==> src/isect_pkg.sv <==
// fixed-point and identifier types shared by the intersection-decision RTL and its testbench
package isect_pkg;

  // signed Q16.16 fixed point
  localparam int FRAC_BITS = 16;
  localparam int FIX_W = 32;

  // identifier widths
  localparam int TRI_ID_W = 16;
  localparam int RAY_ID_W = 8;

  // distances, coordinates and direction components
  typedef logic signed [FIX_W-1:0] fix_t;

  // triangle identifier reported with a hit
  typedef logic [TRI_ID_W-1:0] tri_id_t;

  // ray tag, travels with each ray so reports can be matched
  typedef logic [RAY_ID_W-1:0] ray_id_t;

endpackage

==> src/hit_merge.sv <==
// joins the range-test result with the computed point into early-miss and hit reports
`timescale 1ns/1ns

module hit_merge (
  input  logic               clk,
  input  logic               arst_n,
  input  logic               rt_valid,
  input  logic               rt_hit,
  input  isect_pkg::fix_t    rt_t,
  input  isect_pkg::tri_id_t rt_tri_id,
  input  isect_pkg::ray_id_t rt_ray_id,
  input  logic               p_valid,
  input  isect_pkg::fix_t    p_x,
  input  isect_pkg::fix_t    p_y,
  input  isect_pkg::fix_t    p_z,
  output logic               miss_valid,
  output isect_pkg::ray_id_t miss_ray_id,
  output logic               hit_valid,
  output isect_pkg::ray_id_t hit_ray_id,
  output isect_pkg::tri_id_t hit_tri_id,
  output isect_pkg::fix_t    hit_t,
  output isect_pkg::fix_t    hit_p_x,
  output isect_pkg::fix_t    hit_p_y,
  output isect_pkg::fix_t    hit_p_z
);

  // hit flag delayed to meet the point
  logic hit_q;

  // early miss, no need to wait for the point
  assign miss_valid  = rt_valid & ~rt_hit;
  assign miss_ray_id = rt_ray_id;

  always_ff @(posedge clk or negedge arst_n) begin
    if (!arst_n) begin
      hit_q      <= 1'b0;
      hit_ray_id <= '0;
      hit_tri_id <= '0;
      hit_t      <= '0;
    end else begin
      hit_q      <= rt_valid & rt_hit;
      hit_ray_id <= rt_ray_id;
      hit_tri_id <= rt_tri_id;
      hit_t      <= rt_t;
    end
  end

  assign hit_valid = hit_q & p_valid;

  // point comes straight from p_calc
  assign hit_p_x = p_x;
  assign hit_p_y = p_y;
  assign hit_p_z = p_z;

endmodule

==> config.mk <==
export PLATFORM = sky130hd
export DESIGN_NAME = hit_merge
export DESIGN_NICKNAME = d
export VERILOG_FILES = /design/src/isect_pkg.sv /design/src/hit_merge.sv
export SDC_FILE = /design/constraint.sdc
export NUM_CORES = 1
export LEC_CHECK = 0
export ABC_AREA = 1
export BUFFER_PORTS_ARGS = -buffer_cell sky130_fd_sc_hd__clkbuf_2
export CAP_MARGIN = 40
export CORE_AREA = 2 2 122 124
export CTS_CLUSTER_DIAMETER = 40
export DETAILED_ROUTE_END_ITERATION = 10
export DIE_AREA = 0 0 124 126
export PLACE_DENSITY = 0.49
export SLEW_MARGIN = 20
export SYNTH_ARGS = -nofsm -noshare
export SYNTH_HDL_FRONTEND = slang
export SYNTH_SLANG_ARGS = --single-unit
export TNS_END_PERCENT = 10
==> constraint.sdc <==
create_clock -name clk -period 0.8 [get_ports clk]
set_clock_uncertainty 0.1 [all_clocks]
set_input_delay 0.2 -clock clk [delete_from_list [all_inputs] [get_ports clk]]
set_output_delay 0.2 -clock clk [all_outputs]
set_load 0.01 [all_outputs]
Word-level counts from Yosys, hierarchy flattened
Cells that the tools add are included.

Output and inout bits: 162. Bits in registers: 57. Input bits: 157. Logic and storage cells: 8.

Bitwise logic cells: 4.

Operator list (count): bitwise AND 1 bit (3); NOT 1 bit (1).

Longest topological paths before layout
Gate-level depths: netlist (run 1).

Depth in word-level cells: 2. Gate-level depth with buffers: 2. Gate-level depth less buffers: 2.

Worst setup path after synthesis (run 1)
No wires, ideal clock.

Path type: reg2out. Start: register hit_q. End: output port hit_valid. Stages on the path, launching flop included: 3. Buffers on the path: 0. Data required time: 500 ps. Arrival time: 445 ps. Slack: 55 ps. Cells stage by stage: dfrtp_1 -> nand2_1 -> inv_1.

Cells in the longest elaborated chain, start to end: 1.

Ends and longest elaborated chain: start, declared (line hit_merge.sv:28) `logic hit_q;`; start signal, assigned (line hit_merge.sv:41) `hit_q <= rt_valid & rt_hit;`; bitwise AND 1 bit (line hit_merge.sv:48) `assign hit_valid = hit_q & p_valid;`; end, declared (line hit_merge.sv:18) `output logic hit_valid,`.

Every way passes these cells.

Final worst setup path (run 1)
Same ends and word-level chain as after synthesis.

==> impl_metrics.csv, run 1 <==
group,metric,value,unit
routing,vias,1379,
routing,drc,0,
outcome,violations,"negative hold slack, negative setup slack",
critical_path,crit_path_end_kind,"output port",
grt,grt-ovfl-total,0,
yosys,synth_top_cell_area_share,0.6390,
timing,period_minus_slack,1.186,ns
clock_tree,cts_made_buffers,9,
placement,globalplace.congestion,0.6697,
critical_path,crit_fanout,1,
flow_run,maxCapViolCount,0,
yosys,synth_seq_area_share,0.6390,
clock_tree,h-tree-depth,3,
yosys,syn-num-nets,324,
grt,grt.total_usage,0.06921,
cells_and_area,nFillCells,1555,
cells_and_area,nets,418,
yosys,syn_area_per_cell,13.37,sq um
yosys,synth_cells,167,
floorplan,coreArea,0.01431,sq mm
yosys,yosys.cell_types.count,5,
placement,dp_hpwl,4.168,mm
pwr,peakVddDrop,921.4,uV
clock_tree,ctsHoldBuffers,56,
floorplan,die-width,124,um
outcome,status,"complete, but fails checks",
critical_path,crit_type,"register to output port",
grt,grt_use_met3,0.04303,
timing,period_share,1.483,
floorplan,die_area,0.01562,sq mm
grt,antenna_found_initial,0,
yosys,async_reset_ff_frac,1.000,
routing,wl_per_cell,12.13,um
placement,io_buffers,126,
routing,firstDrtPassIters,3,
yosys,ys_ff_latch,57,
pwr,finalPower,7.621,mW
pwr,power.density,2338,mW/mm^2
timing,worstMarginPinSlew,0.1647,ns
floorplan,rows,44,
floorplan,start_util,0.1559,
min_path,holdPathStages,2,
floorplan,die_h,126,um
timing,holdWs,-0.006302,ns
grt,met2_usage,0.1105,
clock_tree,cts_root_buf,"clkbuf_16",
cells_and_area,drive_above_1_share,0.5602,
routing,ant_nets,0,
timing,hold_viol_final,1,
floorplan,num_io_pins,319,
yosys,synthDominantAreaCellType,"dfrtp_1",
pwr,power_leakage,1.630,nW
routing,drt-initial-drc-count,47,
cells_and_area,area.growth.synth_to_final,46.02,%
grt,grtUsageMet1,0.05704,
yosys,synthTopCellsByCount,"buf_4 (104), dfrtp_1 (57), inv_1 (3)",
yosys,yosys.cell_count.top_type,"buf_4",
timing,max_slew_margin,0.8902,
routing,drt_wl_total,5.459,mm
placement,dp_slack,-0.07001,ns
yosys,synth-edff-count,0,
yosys,ys.flop_type,"dfrtp_1",
clock_tree,clkSlewWorstSetupHoldPaths,0.05,ns
clock_tree,clock_sinks,57,
timing,setup_viol_count_final,57,
yosys,synth-warning-count,0,
grt,top_usage_layer,"met2",
clock_tree,post-cts-setup-buffers,0,
clock_tree,clk_path_buf_depth,2,
timing,layout_setup_ws,-0.3861,ns
min_path,min_path_type,"primary input to register",
grt,grt_start_max_net_pins,31,
timing,grt_setup_unrepaired,"yes",
critical_path,cp.arrival,0.89,ns
clock_tree,cts_tree,"yes",
timing,finalMaxSlewViolations,0,
grt,grt_pass1_vias,1488,
timing,timing.fmax,0.8431,GHz
yosys,synth_area_leaders,"dfrtp_1 (64%), buf_4 (35%), inv_1 (0.50%), nand2_1 (0.34%), nor2_2 (0.28%)",
cells_and_area,antenna_cells,0,
grt,grt_pass1_wl,7.534,mm
routing,via_per_inst,3.064,
yosys,synthesis.area,0.002232,sq mm
critical_path,required,0.50,ns
critical_path,start_kind,"register",
[cell type report]
type / instances / area [sq um] / share of cell area
Clock buffer: 10 / 239.0 / 0.07332
Clock inverter: 6 / 66.31 / 0.02035
Inverter: 3 / 11.26 / 0.003455
Multi-Input combinational cell: 3 / 13.76 / 0.004223
Sequential cell: 57 / 1426 / 0.4376
Tap cell: 184 / 230.2 / 0.07063
Timing Repair Buffer: 187 / 1272 / 0.3904
[registers in the layout (all words and copies together) (netlist names)]
name,flops
hit_t,32
hit_ray_id,8
hit_tri_id,16
hit_q,1
[metal layers]
layer  vias to the layer above  wire [um]
met5                         -          0
met4                         0        369
met3                        44        614
met2                       103       2663
met1                       645       1811
li1                        587          -
[placed cells by master, fill, tap and decap left out]
master         instances
buf_2                  1
clkinv_2               1
nand2_1                2
dfrtp_1               57
buf_4                  3
nor2_2                 1
inv_1                  2
dlygate4sd3_1         56
buf_6                  3
buf_12                 2
clkinvlp_4             3
bufinv_16              1
inv_6                  1
clkbuf_2             122
inv_2                  1
clkbuf_8               1
clkbuf_16              9
[report_power, final]
group / switching, mW / internal [mW]
Combinational: 0.313 / 0.431
Clock: 1.31 / 2.49
Sequential: 0.0427 / 3.03
[path summary, 6_finish.rpt]
check / from / endpoint / slack (ns)
max: hit_q / hit_valid / -0.39
max in group asynchronous: arst_n / hit_t[22] / 0.11
min: rt_ray_id[5] / hit_ray_id[5] / -0.006
min in group asynchronous: arst_n / hit_t[11] / 0.32
[stage by stage]
step           cells    util   TNS, ns  instance area, sq um
3_5_place_dp     378  0.1659  -0.09065                  2375
2_1_floorplan    167       -         0                  2232
4_1_cts          450  0.2264    -18.93                  3241
3_3_place_gp     378  0.1659   -0.1102                  2375
5_1_grt          450  0.2277    -19.84                  3259
6_report         450  0.2277    -17.48                  3259
[worst max-delay path: stages, from the launching register on]
cell and delay (ns):
dfrtp_1 0.35, nand2_1 0.05, inv_1 0.04, buf_6 0.12
[cell families after synthesis]
family,synth area share
buffers and inverters,0.3548
and+or+nand+nor,0.006169
DFF,0.6390
[what timing repair did]
action                                  4_1_cts  5_1_grt
gates resized for setup                       1        7
pin swaps                                     0        2
endpoints found under the setup margin       58       58
hold endpoints to repair                    113        1
Note: power is estimated with default switching activity, not from simulation.
==> inputs of run 2 (changes only) <==
Settings changed: MAX_ROUTING_LAYER from default to met4.
==> impl_metrics.csv, run 2 (same netlist as run 1, synthesis figures left out) <==
group,metric,value,unit
outcome,status,"complete, but fails checks",
outcome,violations,"negative hold slack, negative setup slack",
placement,dp_hpwl,4.168,mm
grt,grt.total_usage,0.07124,
cells_and_area,area.growth.synth_to_final,46.02,%
critical_path,crit_end,"hit_valid",
timing,layout_setup_ws,-0.3863,ns
clock_tree,h-tree-depth,3,
pwr,power_leakage,1.630,nW
routing,drt-initial-drc-count,58,
routing,wl_per_cell,12.14,um
timing,grt_setup_unrepaired,"yes",
routing,drc,0,
critical_path,crit_fanout,1,
clock_tree,clk_path_buf_depth,2,
grt,grt-ovfl-total,0,
cells_and_area,final_cell_mix,"clkbuf_2 (122), dfrtp_1 (57), dlygate4sd3_1 (56)",
timing,period_share,1.483,
timing,max_slew_margin,0.8902,
floorplan,die_area,0.01562,sq mm
flow_run,maxCapViolCount,0,
timing,worstMarginPinSlew,0.1647,ns
pwr,power.density,2339,mW/mm^2
routing,firstDrtPassIters,3,
clock_tree,clkSlewWorstSetupHoldPaths,0.05,ns
clock_tree,cts_made_buffers,9,
floorplan,rows,44,
timing,period_minus_slack,1.186,ns
clock_tree,cts_root_buf,"clkbuf_16",
critical_path,cp.arrival,0.89,ns
clock_tree,clock_sinks,57,
floorplan,die-width,124,um
clock_tree,ctsHoldBuffers,56,
cells_and_area,final_common_cell,"clkbuf_2",
cells_and_area,largest_register_ff_count,32,
floorplan,die_h,126,um
cells_and_area,regMostFlops,"hit_t",
floorplan,coreArea,0.01431,sq mm
cells_and_area,antenna_cells,0,
floorplan,start_util,0.1559,
placement,io_buffers,126,
timing,holdWs,-0.006462,ns
cells_and_area,nets,418,
floorplan,num_io_pins,319,
routing,vias,1379,
cells_and_area,final_util,0.2277,
timing,finalMaxSlewViolations,0,
timing,timing.fmax,0.8430,GHz
timing,setup_viol_count_final,57,
grt,grt_pass1_vias,1488,
routing,via_per_inst,3.064,
cells_and_area,drive_above_1_share,0.5602,
critical_path,crit_type,"register to output port",
placement,globalplace.congestion,0.6763,
grt,antenna_found_initial,0,
cells_and_area,nFillCells,1555,
min_path,min_path_type,"primary input to register",
routing,ant_nets,0,
clock_tree,cts_tree,"yes",
critical_path,required,0.50,ns
timing,setup_tns,-17.49,ns
critical_path,startpoint,"hit_q",
critical_path,crit_path_end_kind,"output port",
grt,grt_start_max_net_pins,31,
critical_path,start_kind,"register",
cells_and_area,multiInputGateArea,13.76,sq um
cells_and_area,seq_area,0.001426,sq mm
routing,drt_wl_total,5.462,mm
timing,hold_viol_final,1,
grt,grt_pass1_wl,7.534,mm
cells_and_area,largestRegisters,"hit_t (32), hit_tri_id (16), hit_ray_id (8)",
pwr,peakVddDrop,922.1,uV
==> run 2: cell counts in the layout (fill, tap and decap cells not counted) <==
Identical to the previous run, type by type.
==> run 2: worst min path at each step <==
| stage | endpoint | from | depth (start not counted) | slack [ns] |
|---|---|---|---|---|
| after floorplan | hit_q | arst_n | 0 | -0.20 |
| after global placement | hit_tri_id[9] | arst_n | 2 | 0.11 |
| after detailed placement | hit_t[31] | arst_n | 2 | 0.11 |
| after CTS | hit_ray_id[5] | rt_ray_id[5] | 2 | -0.02 |
| after global routing | hit_ray_id[5] | rt_ray_id[5] | 2 | -0.009 |
| final | hit_ray_id[5] | rt_ray_id[5] | 2 | -0.006 |
==> run 2: critical path: stages (launching register included) <==
cell and delay [ns]:
dfrtp_1 0.35, nand2_1 0.05, inv_1 0.04, buf_6 0.12
==> run 2: repair_timing <==
action	in CTS	in global routing
hold endpoints to repair	113	1
resized for setup	1	7
pin swaps	0	2
endpoints found under the setup margin	58	58
setup buffers	0	0
==> run 2: layout make-up <==
class                      count  area share
clock buffer                  10     0.07332
tap                          184     0.07063
clock inverter                 6     0.02035
sequential                    57      0.4376
multi-input combinational      3    0.004223
inverter                       3    0.003455
timing repair buffer         187      0.3904
==> run 2: metal layers <==
| metal | vias up | share of wire | global-route usage | wire [um] |
|---|---|---|---|---|
| li1 | 587 | - | - | - |
| met1 | 645 | 0.33 | 0.05704 | 1812 |
| met2 | 103 | 0.49 | 0.1105 | 2664 |
| met3 | 44 | 0.11 | 0.04303 | 615 |
| met4 | 0 | 0.068 | 0.06543 | 369 |
| met5 | - | 0 | - | 0 |
==> run 2: power by group <==
part	switching, mW	internal [mW]	total, mW	leakage (nW)
clock network	1.31	2.49	3.80	0.141
registers	0.0427	3.03	3.08	0.665
logic	0.313	0.431	0.744	0.823
==> run 2: per-stage QoR <==
stage          area (sq um)  total power, mW  setup slack [ns]  hold WS [ns]  instances
2_1_floorplan          2232            3.746           0.05466       -0.1956        167
3_3_place_gp           2375            3.646          -0.08185        0.1072        378
3_5_place_dp           2375            3.659          -0.07001        0.1120        378
4_1_cts                3241            7.789           -0.4292      -0.01872        450
5_1_grt                3259            7.998           -0.4463     -0.009254        450
6_report               3259            7.622           -0.3863     -0.006462        450
==> inputs of run 3 (changes only) <==
Settings changed: CORE_AREA 2 2 122 124 to 2 2 123 125, DIE_AREA 0 0 124 126 to 0 0 125 127, MAX_ROUTING_LAYER met4 to default, PLACE_DENSITY 0.49 to 0.48.
==> impl_metrics.csv, run 3 (same netlist as run 1, synthesis figures left out) <==
group,metric,value,unit
grt,grt.total_usage,0.06506,
flow_run,maxCapViolCount,0,
cells_and_area,nets,415,
timing,period_share,1.477,
routing,ant_nets,0,
pwr,power.density,2335,mW/mm^2
timing,hold_viol_final,58,
floorplan,die_area,0.01588,sq mm
routing,drt_wl_total,5.226,mm
timing,setup_viol_count_final,58,
timing,period_minus_slack,1.181,ns
timing,timing.fmax,0.8465,GHz
cells_and_area,final_common_cell,"clkbuf_2",
floorplan,die_h,127,um
placement,placed_cell_area,0.002332,sq mm
routing,via_per_inst,3.060,
placement,dp_hpwl,3.666,mm
timing,worstMarginPinSlew,0.2770,ns
clock_tree,post-cts-setup-buffers,0,
pwr,finalPower,7.534,mW
grt,grt_start_max_net_pins,58,
routing,drt-initial-drc-count,30,
outcome,violations,"negative hold slack, negative setup slack",
timing,holdWs,-0.03965,ns
cells_and_area,largest_register_ff_count,32,
cells_and_area,drive_above_1_share,0.5420,
clock_tree,clock_sinks,57,
clock_tree,cts_tree,"yes",
placement,globalplace.congestion,0.6390,
floorplan,die-width,125,um
clock_tree,clk_path_buf_depth,2,
floorplan,start_util,0.1548,
timing,finalMaxSlewViolations,0,
outcome,status,"complete, but fails checks",
cells_and_area,area.growth.synth_to_final,44.56,%
pwr,peakVddDrop,975.5,uV
critical_path,cp.arrival,0.88,ns
timing,grt_setup_unrepaired,"yes",
cells_and_area,regMostFlops,"hit_t",
critical_path,crit_path_end_kind,"output port",
critical_path,max_stage_delay,0.36,ns
clock_tree,clkSlewWorstSetupHoldPaths,0.05,ns
clock_tree,cts_made_buffers,9,
routing,firstDrtPassIters,2,
clock_tree,ctsHoldBuffers,57,
grt,grt_pass1_vias,1616,
critical_path,crit_chain,"nand2_1 > inv_1 > clkbuf_2",
critical_path,path_buf_inv,2,
routing,wl_per_cell,11.67,um
critical_path,crit_type,"register to output port",
floorplan,rows,44,
placement,io_buffers,126,
grt,grt_pass1_wl,7.935,mm
floorplan,num_io_pins,319,
grt,antenna_found_initial,0,
clock_tree,cts_root_buf,"clkbuf_16",
min_path,min_path_type,"primary input to asynchronous set/reset pin",
grt,grt-ovfl-total,0,
routing,drc,0,
clock_tree,h-tree-depth,3,
critical_path,required,0.50,ns
routing,vias,1371,
critical_path,crit_fanout,1,
critical_path,cpLargestDelayFamily,"flip-flops",
pwr,power_leakage,1.629,nW
floorplan,coreArea,0.01442,sq mm
cells_and_area,final_cell_mix,"clkbuf_2 (121), dfrtp_1 (57), dlygate4sd3_1 (56)",
cells_and_area,post-route-cell-area,0.003227,sq mm
timing,layout_setup_ws,-0.3813,ns
critical_path,start_kind,"register",
critical_path,cp_slowest_cell,"dfrtp_1",
timing,max_slew_margin,0.8153,
cells_and_area,largestRegisters,"hit_t (32), hit_tri_id (16), hit_ray_id (8)",
-- run 3: worst max-delay path by stage --
stage,startpoint,end,slack (ns),cells past startpoint
floorplan,hit_q,hit_valid,0.05,2
global placement,hit_q,hit_valid,-0.05,3
detailed placement,hit_q,hit_valid,-0.05,3
CTS,hit_q,hit_valid,-0.40,3
global route,hit_q,hit_valid,-0.42,3
finish,hit_q,hit_valid,-0.38,3
-- run 3: repair_timing --
item                                   in CTS  in global routing
setup endpoints to repair                  58                115
pin swaps                                   1                  0
endpoints found under the hold margin     114                 53
resized for setup                           0                  9
-- run 3: metrics by stage --
step	worst slack [ns]	util	setup TNS (ns)	instances
2_1_floorplan	0.05466	-	0	167
3_3_place_gp	-0.05454	0.1617	-0.06612	374
3_5_place_dp	-0.04540	0.1617	-0.07887	374
4_1_cts	-0.4019	0.2218	-18.34	446
5_1_grt	-0.4249	0.2234	-19.17	446
6_report	-0.3813	0.2237	-17.18	448
-- run 3: area by class of cell --
type	count	area, sq um
fillers	1533	11200
repair buffers	184	1244
inverters	3	11.26
multi-input cells	3	13.76
diodes	2	5.005
flip-flops and latches	57	1426
clock inverters	3	40.04
well taps	184	230.2
clock buffers	12	256.5
-- run 3: metal layers --
metal  up-vias  part of all wire  global-route usage  wire [um]
met2       109              0.56              0.1141       2909
met4         0             0.028             0.04706        144
met1       652              0.31             0.05654       1612
met3        27              0.11             0.03476        558
li1        583                 -                   -          -
met5         -                 0                   0          0
-- run 3: power breakdown --
group	internal, mW	switching [mW]	total (mW)	leakage, nW
logic	0.418	0.314	0.732	0.815
registers	3.04	0.0440	3.08	0.665
clock network	2.54	1.18	3.72	0.148
total	6.00	1.54	7.53	1.63
-- run 3: tightest hold or removal path: cells and delay by family --
| kind | cells | cell delay (ns) |
|---|---|---|
| buffers and inverters | 3 | 0.55 |
