<file path="config.mk">
export PLATFORM = sky130hd
export DESIGN_NAME = t_comp
export DESIGN_NICKNAME = d
export VERILOG_FILES = /design/src/isect_pkg.sv /design/src/t_comp.sv
export SDC_FILE = /design/constraint.sdc
export NUM_CORES = 1
export LEC_CHECK = 0
export BUFFER_PORTS_ARGS = -buffer_cell sky130_fd_sc_hd__buf_2
export CORE_MARGIN = 3
export CORE_UTILIZATION = 50
export DETAILED_ROUTE_END_ITERATION = 8
export PLACE_DENSITY = 0.73
export SKIP_LAST_GASP = 1
export SLEW_MARGIN = 20
export SYNTH_ARGS = -nofsm -noshare
export SYNTH_HDL_FRONTEND = slang
export SYNTH_SLANG_ARGS = --single-unit
</file>
<file path="constraint.sdc">
create_clock -name clk -period 3.6 [get_ports clk]
set_input_delay 0 -clock clk [delete_from_list [all_inputs] [get_ports clk]]
set_output_delay 0 -clock clk [all_outputs]
set_load 0.01 [all_outputs]
</file>
<file path="src/isect_pkg.sv">
// fixed-point and identifier types shared by the intersection-decision RTL and its testbench
package isect_pkg;

  // signed Q16.16 fixed point
  localparam int FRAC_BITS = 16;
  localparam int FIX_W = 32;

  // identifier widths
  localparam int TRI_ID_W = 16;
  localparam int RAY_ID_W = 8;

  // distances, coordinates and direction components
  typedef logic signed [FIX_W-1:0] fix_t;

  // triangle identifier reported with a hit
  typedef logic [TRI_ID_W-1:0] tri_id_t;

  // ray tag, travels with each ray so reports can be matched
  typedef logic [RAY_ID_W-1:0] ray_id_t;

endpackage

</file>
<file path="src/t_comp.sv">
// picks the nearer valid hit distance and range-tests it, feeding p_calc and hit_merge
`timescale 1ns/1ns

module t_comp (
  input  logic               clk,
  input  logic               arst_n,
  input  logic               in_valid,
  input  isect_pkg::ray_id_t ray_id,
  input  isect_pkg::fix_t    t0,
  input  isect_pkg::fix_t    t1,
  input  isect_pkg::fix_t    t_min,
  input  isect_pkg::fix_t    t_max,
  input  logic               tri1_valid,
  input  isect_pkg::tri_id_t tri0_id,
  input  isect_pkg::tri_id_t tri1_id,
  output logic               sel_valid,
  output isect_pkg::fix_t    sel_t,
  output isect_pkg::tri_id_t sel_tri_id,
  output isect_pkg::ray_id_t sel_ray_id,
  output logic               rt_valid,
  output logic               rt_hit,
  output isect_pkg::fix_t    rt_t,
  output isect_pkg::tri_id_t rt_tri_id,
  output isect_pkg::ray_id_t rt_ray_id
);

  // ray as accepted
  logic               in_valid_q;
  isect_pkg::ray_id_t ray_id_q;
  isect_pkg::fix_t    t0_q;
  isect_pkg::fix_t    t1_q;
  isect_pkg::fix_t    t_min_q;
  isect_pkg::fix_t    t_max_q;
  logic               tri1_valid_q;
  isect_pkg::tri_id_t tri0_id_q;
  isect_pkg::tri_id_t tri1_id_q;

  // interval bounds carried next to the selection
  isect_pkg::fix_t    t_min_s;
  isect_pkg::fix_t    t_max_s;

  // tri0 is always valid, so only tri1 needs qualifying
  logic t_sel;

  // ties keep triangle 0
  assign t_sel = tri1_valid_q && (t1_q < t0_q);

  always_ff @(posedge clk or negedge arst_n) begin
    if (!arst_n) begin
      in_valid_q   <= 1'b0;
      ray_id_q     <= '0;
      t0_q         <= '0;
      t1_q         <= '0;
      t_min_q      <= '0;
      t_max_q      <= '0;
      tri1_valid_q <= 1'b0;
      tri0_id_q    <= '0;
      tri1_id_q    <= '0;
    end else begin
      in_valid_q <= in_valid;
      if (in_valid) begin
        ray_id_q     <= ray_id;
        t0_q         <= t0;
        t1_q         <= t1;
        t_min_q      <= t_min;
        t_max_q      <= t_max;
        tri1_valid_q <= tri1_valid;
        tri0_id_q    <= tri0_id;
        tri1_id_q    <= tri1_id;
      end
    end
  end

  // selection step
  always_ff @(posedge clk or negedge arst_n) begin
    if (!arst_n) begin
      sel_valid  <= 1'b0;
      sel_t      <= '0;
      sel_tri_id <= '0;
      sel_ray_id <= '0;
      t_min_s    <= '0;
      t_max_s    <= '0;
    end else begin
      sel_valid  <= in_valid_q;
      sel_t      <= t_sel ? t1_q : t0_q;
      sel_tri_id <= t_sel ? tri1_id_q : tri0_id_q;
      sel_ray_id <= ray_id_q;
      t_min_s    <= t_min_q;
      t_max_s    <= t_max_q;
    end
  end

  // range test, open interval on both ends
  always_ff @(posedge clk or negedge arst_n) begin
    if (!arst_n) begin
      rt_valid  <= 1'b0;
      rt_hit    <= 1'b0;
      rt_t      <= '0;
      rt_tri_id <= '0;
      rt_ray_id <= '0;
    end else begin
      rt_valid  <= sel_valid;
      rt_hit    <= (t_min_s < sel_t) && (sel_t < t_max_s);
      rt_t      <= sel_t;
      rt_tri_id <= sel_tri_id;
      rt_ray_id <= sel_ray_id;
    end
  end

endmodule

</file>
# After elaboration in Yosys (flattened, before gate mapping)
# Cells that the tools add are included.
dict set report op_classes {
  muxes 2
  n_reduce_logical 2
  magnitude_cmp 3
}
# cell n
set ops {}
lappend ops {{32-bit < comparator} 3}
lappend ops {{32-bit 2-to-1 mux} 1}
lappend ops {{16-bit 2-to-1 mux} 1}
lappend ops {{1-bit logical AND} 2}
dict set report word_totals {
  reg_bits 349
  elab_cells 27
  in_bits 172
  out_inout_bits 115
}

# Depth between registers and ports, before layout
# Gate-level depths: netlist of the first run.
dict set report logic_depth {
  ltp_word 3
  ltp_mapped 12
  mapped_depth_nobuf 9
}

# Worst setup path after synthesis of the first run
# OpenSTA, ideal clock, no wires.
dict set report synth_path {
  kind {reg2reg}
  from {register t0_q[31]}
  to {register sel_tri_id[11]}
  stages_incl_launch_ff 13
  setup_ps 138
  required_time_ps 3462
  setup_slack_ps 1034
  path_buffers 3
  synth_period_minus_slack_ps 2566
  arrival_time_ps 2429
  cell_sequence {dfrtp_1 > inv_1 > ha_1 > buf_2 > nand4_1 > nor2_1 > o2bb2ai_1 > nor4_2 > clkbuf_1 > buf_1 > a21oi_1 > a31oi_1 > o2111ai_1}
}
dict set report synth_between {
  elab_chain_cells 3
}
# element line
set synth_rtl {}
lappend synth_rtl {{start, declared} t_comp.sv:30} ;# isect_pkg::fix_t t0_q;
lappend synth_rtl {{start signal, assigned} t_comp.sv:63} ;# t0_q <= t0;
lappend synth_rtl {{32-bit < comparator} t_comp.sv:46} ;# assign t_sel = tri1_valid_q && (t1_q < t0_q);
lappend synth_rtl {{1-bit logical AND} t_comp.sv:46}
lappend synth_rtl {{16-bit 2-to-1 mux} t_comp.sv:86} ;# sel_tri_id <= t_sel ? tri1_id_q : tri0_id_q;
lappend synth_rtl {{end signal, assigned} t_comp.sv:86}
lappend synth_rtl {{end, declared} t_comp.sv:18} ;# output isect_pkg::tri_id_t sel_tri_id,
# No other way between the ends.
# A chain may end at the register's enable or synchronous reset.

# Worst setup path in the final report of the first run
dict set report layout_path {
  from {register t0_q[31]}
  to {register sel_t[14]}
}
dict set report layout_between {
  elab_chain_cells 3
}
# element line
set layout_rtl {}
lappend layout_rtl {{32-bit < comparator} t_comp.sv:46}
lappend layout_rtl {{1-bit logical AND} t_comp.sv:46}
lappend layout_rtl {{32-bit 2-to-1 mux} t_comp.sv:85} ;# sel_t <= t_sel ? t1_q : t0_q;
lappend layout_rtl {{end signal, assigned} t_comp.sv:85}
lappend layout_rtl {{end, declared} t_comp.sv:17} ;# output isect_pkg::fix_t sel_t,
# No other way between the ends.

==> results of run 1 <==
flip-flops by register name, summed over array words and instances (netlist names):
signal,flops
tri1_valid_q,1
in_valid_q,1
rt_t,32
sel_t,32
t_min_q,32
rt_tri_id,16
rt_valid,1
tri1_id_q,16
t_max_s,32
tri0_id_q,16
sel_ray_id,8
t_max_q,32
sel_tri_id,16
rt_ray_id,8
t_min_s,32
rt_hit,1
ray_id_q,8
t1_q,32
sel_valid,1
t0_q,32
worst min-delay path, stage by stage:
cell and delay, ns:
sky130_fd_sc_hd__dlygate4sd3_1 0.56, sky130_fd_sc_hd__buf_8 0.16, sky130_fd_sc_hd__buf_12 0.22
where the power goes:
part	internal (W)	switching (W)
sequential	0.00450	0.000424
clock	0.00238	0.00159
combinational	0.00116	0.00139
total	0.00804	0.00340
routing by layer:
| metal | vias up | wire (um) |
|---|---|---|
| met1 | 5910 | 16540 |
| li1 | 5433 | - |
| met5 | - | 7 |
| met3 | 90 | 2469 |
| met4 | 2 | 1210 |
| met2 | 465 | 20030 |
cell type report:
cell class / count / area (sq um) / area share [%]
Tap cell: 384 / 480.5 / 2.407
Sequential cell: 349 / 8733 / 43.75
Clock inverter: 15 / 145.1 / 0.7271
Timing Repair Buffer: 475 / 3369 / 16.88
Inverter: 98 / 367.9 / 1.843
Clock buffer: 56 / 1152 / 5.773
Multi-Input combinational cell: 742 / 5708 / 28.59
Antenna cell: 2 / 5.005 / 0.02507
logic make-up after synthesis:
family,count (synthesis),share of synthesized area [%]
and+or+nand+nor,231,6.673
muxes,138,10.31
adders and majority gates,93,7.719
DFF,349,57.93
xor gates and xnor gates,1,0.05811
AOI/OAI and AO/OA,279,12.86
buffers and inverters,172,4.449
through the flow:
| stage | hold slack [ns] | power, W | cell area (sq um) | util (%) |
|---|---|---|---|---|
| finish | 0.07243 | 0.01144 | 19960 | 68.44 |
| global route | 0.1019 | 0.01204 | 19960 | 68.44 |
| CTS | 0.06497 | 0.01148 | 19960 | 68.42 |
| detailed placement | -0.09536 | 0.007325 | 16930 | 58.03 |
| global placement | -0.09701 | 0.007219 | 16930 | 58.03 |
| floorplan | -0.2956 | 0.006316 | 15070 | - |
final timing paths:
path	slack (ns)	startpoint	to	cells after the start
max	0.62	t0_q[31]$_DFFE_PN0P_	sel_t[14]$_DFF_PN0_	8
min	0.07	arst_n	t1_q[29]$_DFFE_PN0P_	3
max reg2reg	0.62	t0_q[31]$_DFFE_PN0P_	sel_t[14]$_DFF_PN0_	8
min reg2reg	0.36	sel_ray_id[3]$_DFF_PN0_	rt_ray_id[3]$_DFF_PN0_	0
max in group asynchronous	2.80	arst_n	t_max_s[10]$_DFF_PN0_	3
min in group clk	0.25	t1[10]	t1_q[10]$_DFFE_PN0P_	3
cells in the final DEF, fill, tap and decap left out, types with 2 or more instances in the layout:
master / netlist / final
sky130_fd_sc_hd__o211ai_1: 2 / 2
sky130_fd_sc_hd__o21a_1: 2 / 2
sky130_fd_sc_hd__o21ai_0: 43 / 43
sky130_fd_sc_hd__nand2_1: 161 / 161
sky130_fd_sc_hd__buf_2: 11 / 284
sky130_fd_sc_hd__nor4_1: 3 / 3
sky130_fd_sc_hd__a211oi_1: 3 / 3
sky130_fd_sc_hd__a31oi_1: 19 / 19
sky130_fd_sc_hd__and4_1: 2 / 2
sky130_fd_sc_hd__clkbuf_8: 0 / 7
sky130_fd_sc_hd__diode_2: 0 / 2
sky130_fd_sc_hd__inv_1: 97 / 97
sky130_fd_sc_hd__a2111oi_0: 6 / 6
sky130_fd_sc_hd__nor2_1: 13 / 11
sky130_fd_sc_hd__nor3_1: 3 / 3
sky130_fd_sc_hd__a21o_1: 12 / 12
sky130_fd_sc_hd__buf_4: 1 / 12
sky130_fd_sc_hd__clkbuf_16: 0 / 41
sky130_fd_sc_hd__dfrtp_1: 349 / 349
sky130_fd_sc_hd__clkinv_2: 0 / 9
sky130_fd_sc_hd__ha_1: 93 / 92
sky130_fd_sc_hd__bufinv_16: 0 / 2
sky130_fd_sc_hd__nor2_4: 0 / 2
sky130_fd_sc_hd__o22ai_1: 31 / 31
sky130_fd_sc_hd__mux2_2: 138 / 138
sky130_fd_sc_hd__clkinvlp_4: 0 / 2
sky130_fd_sc_hd__a41o_1: 31 / 31
sky130_fd_sc_hd__buf_12: 0 / 6
sky130_fd_sc_hd__nand3_1: 10 / 10
sky130_fd_sc_hd__nand2b_1: 3 / 3
sky130_fd_sc_hd__clkbuf_1: 59 / 8
sky130_fd_sc_hd__a311o_1: 31 / 31
sky130_fd_sc_hd__o2111ai_1: 16 / 16
sky130_fd_sc_hd__a21oi_1: 76 / 76
sky130_fd_sc_hd__nor2b_1: 2 / 2
sky130_fd_sc_hd__dlygate4sd3_1: 0 / 171
sky130_fd_sc_hd__nand4_1: 30 / 30
==> impl_metrics.toml, run 1 <==
[detailed_routing]
drt_first_iter_violations = 792
routed_via_density = 5.611
via_count = 11900
drt-pass1-iter-count = 5
postRouteWirelength_um = 40260
post_detailed_route_count_of_antenna_violating_nets = 0
drc = 0
post_drt_wl_per_cell_um = 18.98

[sta]
finalMaxSlewViolations = 0
setup_slack_ns = 0.6159
maxSlewHeadroom_pct = 45.37
clock_skew_after_layout_ns = 0.01709
final_hold_viol_count = 0
finalSetupViolations = 0
rsz0062_at_grt = "false"
minimum_period_implied_by_the_final_worst_setup_slack_ns = 2.984
actual_slew_at_the_worst_max_slew_pin_ns = 0.8194
final_worst_path_period_share_pct = 82.89
fmax_ghz = 0.3351
fin_setup_tns_ns = 0

[synth]
synthDistinctLibCells = 43
synth_seq_cells = 349
postSynth.asyncResetShare_pct = 100.0
synth_most_common_cell = "sky130_fd_sc_hd__dfrtp_1"
yosys_most_used_dff = "sky130_fd_sc_hd__dfrtp_1"
synthTopCellsByArea = "sky130_fd_sc_hd__dfrtp_1, sky130_fd_sc_hd__mux2_2, sky130_fd_sc_hd__ha_1, sky130_fd_sc_hd__nand2_1, sky130_fd_sc_hd__a21oi_1"
post_synth.cell_area_avg_sq_um = 11.94
post_synth_most_frequent_cells = "sky130_fd_sc_hd__dfrtp_1, sky130_fd_sc_hd__nand2_1, sky130_fd_sc_hd__mux2_2"
post_synth_inst_count = 1263
netlist.top_cell.by_area = "sky130_fd_sc_hd__dfrtp_1"
synth_cell_area_sq_um = 15070
seq_area_frac_synth_pct = 57.93
mappedNetlistNets = 1528
synth-edff-count = 0
yosysTopAreaCellShare_pct = 57.93
ys.warnings.count = 0

[die]
die_y_um = 179.6
rows = 62
dieArea_sq_um = 32270
die_width_um = 179.6
initial_utilization_pct = 51.68
io_pins = 287
floorplan.core_area_sq_um = 29170

[setup_path]
crit_path_cells = "inv_1 > ha_2 > nand4_1 > a2111oi_0 > nor4_4 > buf_12 > a41o_1 > a311o_1"
setup.worst_path.class = "flip-flop to flip-flop"
crit_path_start_kind = "flip-flop"
timing.critical_path.slowest_stage_cell = "sky130_fd_sc_hd__a2111oi_0"
crit_path_end_kind = "flip-flop"
arrival_ns = 3.37
critPathTopFamily = "compound AO/OA/AOI/OAI gates"
slowest_delay_ns = 0.61
worst-endpoint-required_ns = 3.99
critPathBufInv = 2
crit_fanout = 144

[global_route]
grt_start_max_net_pins = 145
grt_use_met2_pct = 41.64
antenna_found_initial = 3
globalRoute.busiestLayer = "met2"
global_route.overflow_total = 0
wire_length_of_the_first_global_routing_pass_um = 65310
globalRouteMet1Util_pct = 32.30
gr-usage-met3_pct = 4.507
grtUsageTotal_pct = 24.62
grt_pass1_vias = 12406

[clock_tree]
cts.reportedPaths.clkPinSlew_ns = 0.06
tritoncts = "built"
tritoncts_num_sinks = 349
number_of_buffers_inserted_to_repair_setup_after_cts = 0
numCtsBuffers = 39
clkLatencyLatePin_ns = 0.52
ctsHoldBuffers = 172
ctsResizeCount = 0
clockRootBuffer = "sky130_fd_sc_hd__clkbuf_16"
max_root_sink_buffers = 3
htree_num_levels = 2

[status]
outcome = "complete, no violations"

[layout]
syn2layout_area_growth_pct = 32.42
final_nets = 1970
count_of_filler_cells_inserted_in_the_layout = 2068
instances_no_fill = 2121
share_of_post_route_cells_with_drive_strength_above_1_pct = 29.51

[power_and_ir_drop]
power_density_nw_per_um2 = 573.1
max_ir_drop_vdd_mv = 0.4600
power_leakage_nw = 9.577

[placed_design]
numPlacedInstances = 1876
port_buffers = 286
gp_congestion = 0.8360
preCtsSetupSlack_ns = 0.6786
hpwlAfterDp_um = 24480

[min_path]
hold_class = "input pin to async pin"

[job]
cap_violations = 0
No activity file was read; power rests on OpenSTA's default activity.
==> inputs of run 2 (changes only) <==
- ABC_AREA: not set -> 1
- CORE_UTILIZATION: 50 -> 49
- PLACE_DENSITY: 0.73 -> 0.75
- clock period: 3.6 -> 2.6 ns (I/O delays scaled with it)
==> impl_metrics.toml, run 2 <==
[synth]
synth_seq_cells = 349
mappedNetlistNets = 1393
postSynth.asyncResetShare_pct = 100.0
synthDistinctLibCells = 24
yosysTopAreaCellShare_pct = 62.91
synthTopCellsByArea = "sky130_fd_sc_hd__dfrtp_1, sky130_fd_sc_hd__mux2_2, sky130_fd_sc_hd__ha_1, sky130_fd_sc_hd__nand2_1, sky130_fd_sc_hd__inv_1"
seq_area_frac_synth_pct = 62.91
yosys_most_used_dff = "sky130_fd_sc_hd__dfrtp_1"
post_synth_inst_count = 1128
synth-edff-count = 0
post_synth_most_frequent_cells = "sky130_fd_sc_hd__dfrtp_1, sky130_fd_sc_hd__nand2_1, sky130_fd_sc_hd__mux2_2"
netlist.top_cell.by_area = "sky130_fd_sc_hd__dfrtp_1"
synth_most_common_cell = "sky130_fd_sc_hd__dfrtp_1"
post_synth.cell_area_avg_sq_um = 12.31
synth_cell_area_sq_um = 13880
ys.warnings.count = 0

[global_route]
wire_length_of_the_first_global_routing_pass_um = 57650
grtUsageTotal_pct = 23.60
global_route.overflow_total = 0
grt_start_max_net_pins = 94
grt_pass1_vias = 11086
antenna_found_initial = 2

[sta]
final_hold_viol_count = 0
finalSetupViolations = 0
final_worst_path_period_share_pct = 85.62
fmax_ghz = 0.4492
maxSlewHeadroom_pct = 50.00
fin_setup_tns_ns = 0
clock_skew_after_layout_ns = 0.02047
finalMaxSlewViolations = 0
actual_slew_at_the_worst_max_slew_pin_ns = 0.7500
minimum_period_implied_by_the_final_worst_setup_slack_ns = 2.226
worst_hold_slack_ns = 0.008662
rsz0062_at_grt = "false"

[clock_tree]
number_of_buffers_inserted_to_repair_setup_after_cts = 0
clkLatencyLatePin_ns = 0.51
max_root_sink_buffers = 3
ctsHoldBuffers = 179
tritoncts_num_sinks = 349
ctsResizeCount = 0
cts.reportedPaths.clkPinSlew_ns = 0.06
tritoncts = "built"
numCtsBuffers = 38
clockRootBuffer = "sky130_fd_sc_hd__clkbuf_16"
htree_num_levels = 2

[placed_design]
hpwlAfterDp_um = 22440
port_buffers = 286
numPlacedInstances = 1764
gp_congestion = 0.8349

[setup_path]
setup.worst_path.class = "flip-flop to flip-flop"
crit_path_end_kind = "flip-flop"
crit_top_cell = "sky130_fd_sc_hd__nand2_1"
crit_fanout = 32
worst-endpoint-required_ns = 3.03
arrival_ns = 2.66
slowest_delay_ns = 0.39
crit_path_start_kind = "flip-flop"
worst-r2r-setup-slack_ns = 0.37
crit_path_cells = "inv_1 > ha_1 > nand2_1 > inv_1 > nand3_1 > nor3_1 > nand2_1 > nand2_1 > nand2_1 > nand2_1 > nand2_2 > nand3_2 > buf_4 > nand2_1 > nand2_1"
timing.critical_path.slowest_stage_cell = "sky130_fd_sc_hd__buf_4"

[status]
outcome = "complete, no violations"

[detailed_routing]
post_detailed_route_count_of_antenna_violating_nets = 0
routed_via_density = 5.063
via_count = 10182
post_drt_wl_per_cell_um = 17.46
postRouteWirelength_um = 35110
drt-pass1-iter-count = 5
drc = 0
drt_first_iter_violations = 558

[layout]
multi_input_combinational_cell_area_sq_um = 4509
instances_no_fill = 2011
count_of_filler_cells_inserted_in_the_layout = 1892
syn2layout_area_growth_pct = 35.85
final_nets = 1876
commonest_non_fill_non_tap_cell_in_the_layout = "sky130_fd_sc_hd__dfrtp_1"
share_of_post_route_cells_with_drive_strength_above_1_pct = 31.03
commonest_non_fill_non_tap_cells_in_the_layout = "sky130_fd_sc_hd__dfrtp_1, sky130_fd_sc_hd__buf_2, sky130_fd_sc_hd__nand2_1, sky130_fd_sc_hd__dlygate4sd3_1, sky130_fd_sc_hd__mux2_2"
final-seq-area_sq_um = 8735

[die]
io_pins = 287
die_y_um = 174.3
die_width_um = 174.3
dieArea_sq_um = 30390
rows = 60
floorplan.core_area_sq_um = 27400
initial_utilization_pct = 50.66

[power_and_ir_drop]
power_density_nw_per_um2 = 782.7
max_ir_drop_vdd_mv = 0.5363
power_leakage_nw = 9.449

[job]
cap_violations = 0

[min_path]
hold_class = "input pin to flip-flop"
[run 2: cell types whose count changed after synthesis, moves of 14 or more]
| cell | change |
|---|---|
| sky130_fd_sc_hd__a21oi_1 | -32 |
| sky130_fd_sc_hd__a311o_1 | -31 |
| sky130_fd_sc_hd__a31oi_1 | -19 |
| sky130_fd_sc_hd__a41o_1 | -31 |
| sky130_fd_sc_hd__clkbuf_1 | -42 |
| sky130_fd_sc_hd__inv_1 | +14 |
| sky130_fd_sc_hd__nand2_1 | +44 |
| sky130_fd_sc_hd__nand4_1 | +23 |
| sky130_fd_sc_hd__o2111ai_1 | -16 |
| sky130_fd_sc_hd__o22ai_1 | -31 |
[run 2: final timing paths]
check / depth (start not counted) / endpoint / start
setup / recovery: 15 / sel_t[9]$_DFF_PN0_ / t0_q[15]$_DFFE_PN0P_
hold / removal: 2 / t0_q[18]$_DFFE_PN0P_ / in_valid
setup reg to reg: 15 / sel_t[9]$_DFF_PN0_ / t0_q[15]$_DFFE_PN0P_
hold reg to reg: 0 / sel_valid$_DFF_PN0_ / in_valid_q$_DFF_PN0_
max in group asynchronous: 3 / sel_t[8]$_DFF_PN0_ / arst_n
min in group asynchronous: 2 / ray_id_q[0]$_DFFE_PN0P_ / arst_n
[run 2: where the power goes]
part | internal [W] | switching (W)
registers | 0.00617 | 0.000479
logic | 0.00128 | 0.00157
clock network | 0.00316 | 0.00210
[run 2: final cells by class]
type	instances	share of cell area (%)
flip-flops and latches	349	46.32
multi-input cells	625	23.91
repair buffers	486	18.54
clock buffers	57	6.117
well taps	372	2.468
inverters	111	2.209
clock inverters	9	0.4047
diodes	2	0.02654
[run 2: worst max-delay path, delay by kind of cell, from the launching register on]
kind                     cells  cell delay, ns
buffers and inverters        3            0.50
AND/OR/NAND/NOR             11            1.02
flip-flops                   1            0.35
adder cells (fa/ha/maj)      1            0.29
[run 2: metal layers]
metal	track usage (%)	up-vias	routed length, um
met5	0	-	0
met4	8.009	0	1087
met3	4.784	80	2193
met2	40.20	356	17510
met1	30.31	5012	14320
li1	-	4734	-
[run 2: metrics by stage]
stage	setup slack, ns	area, sq um	total power, W	util, %
floorplan	0.7129	13880	0.008134	-
global placement	0.4102	15830	0.009207	57.78
detailed placement	0.3148	15830	0.009327	57.78
CTS	0.3011	18850	0.01483	68.80
global route	0.1365	18860	0.01555	68.82
finish	0.3738	18860	0.01476	68.82
[run 2: cell families (layout without fill, tap and decap cells)]
family	Yosys count	in the layout	synth area share, %
compound gates	99	99	3.749
fa+ha+maj	93	93	8.382
buf+inv	154	663	4.606
flops	349	349	62.91
mux	137	137	11.11
other cells	0	2	0
simple gates	296	296	9.238
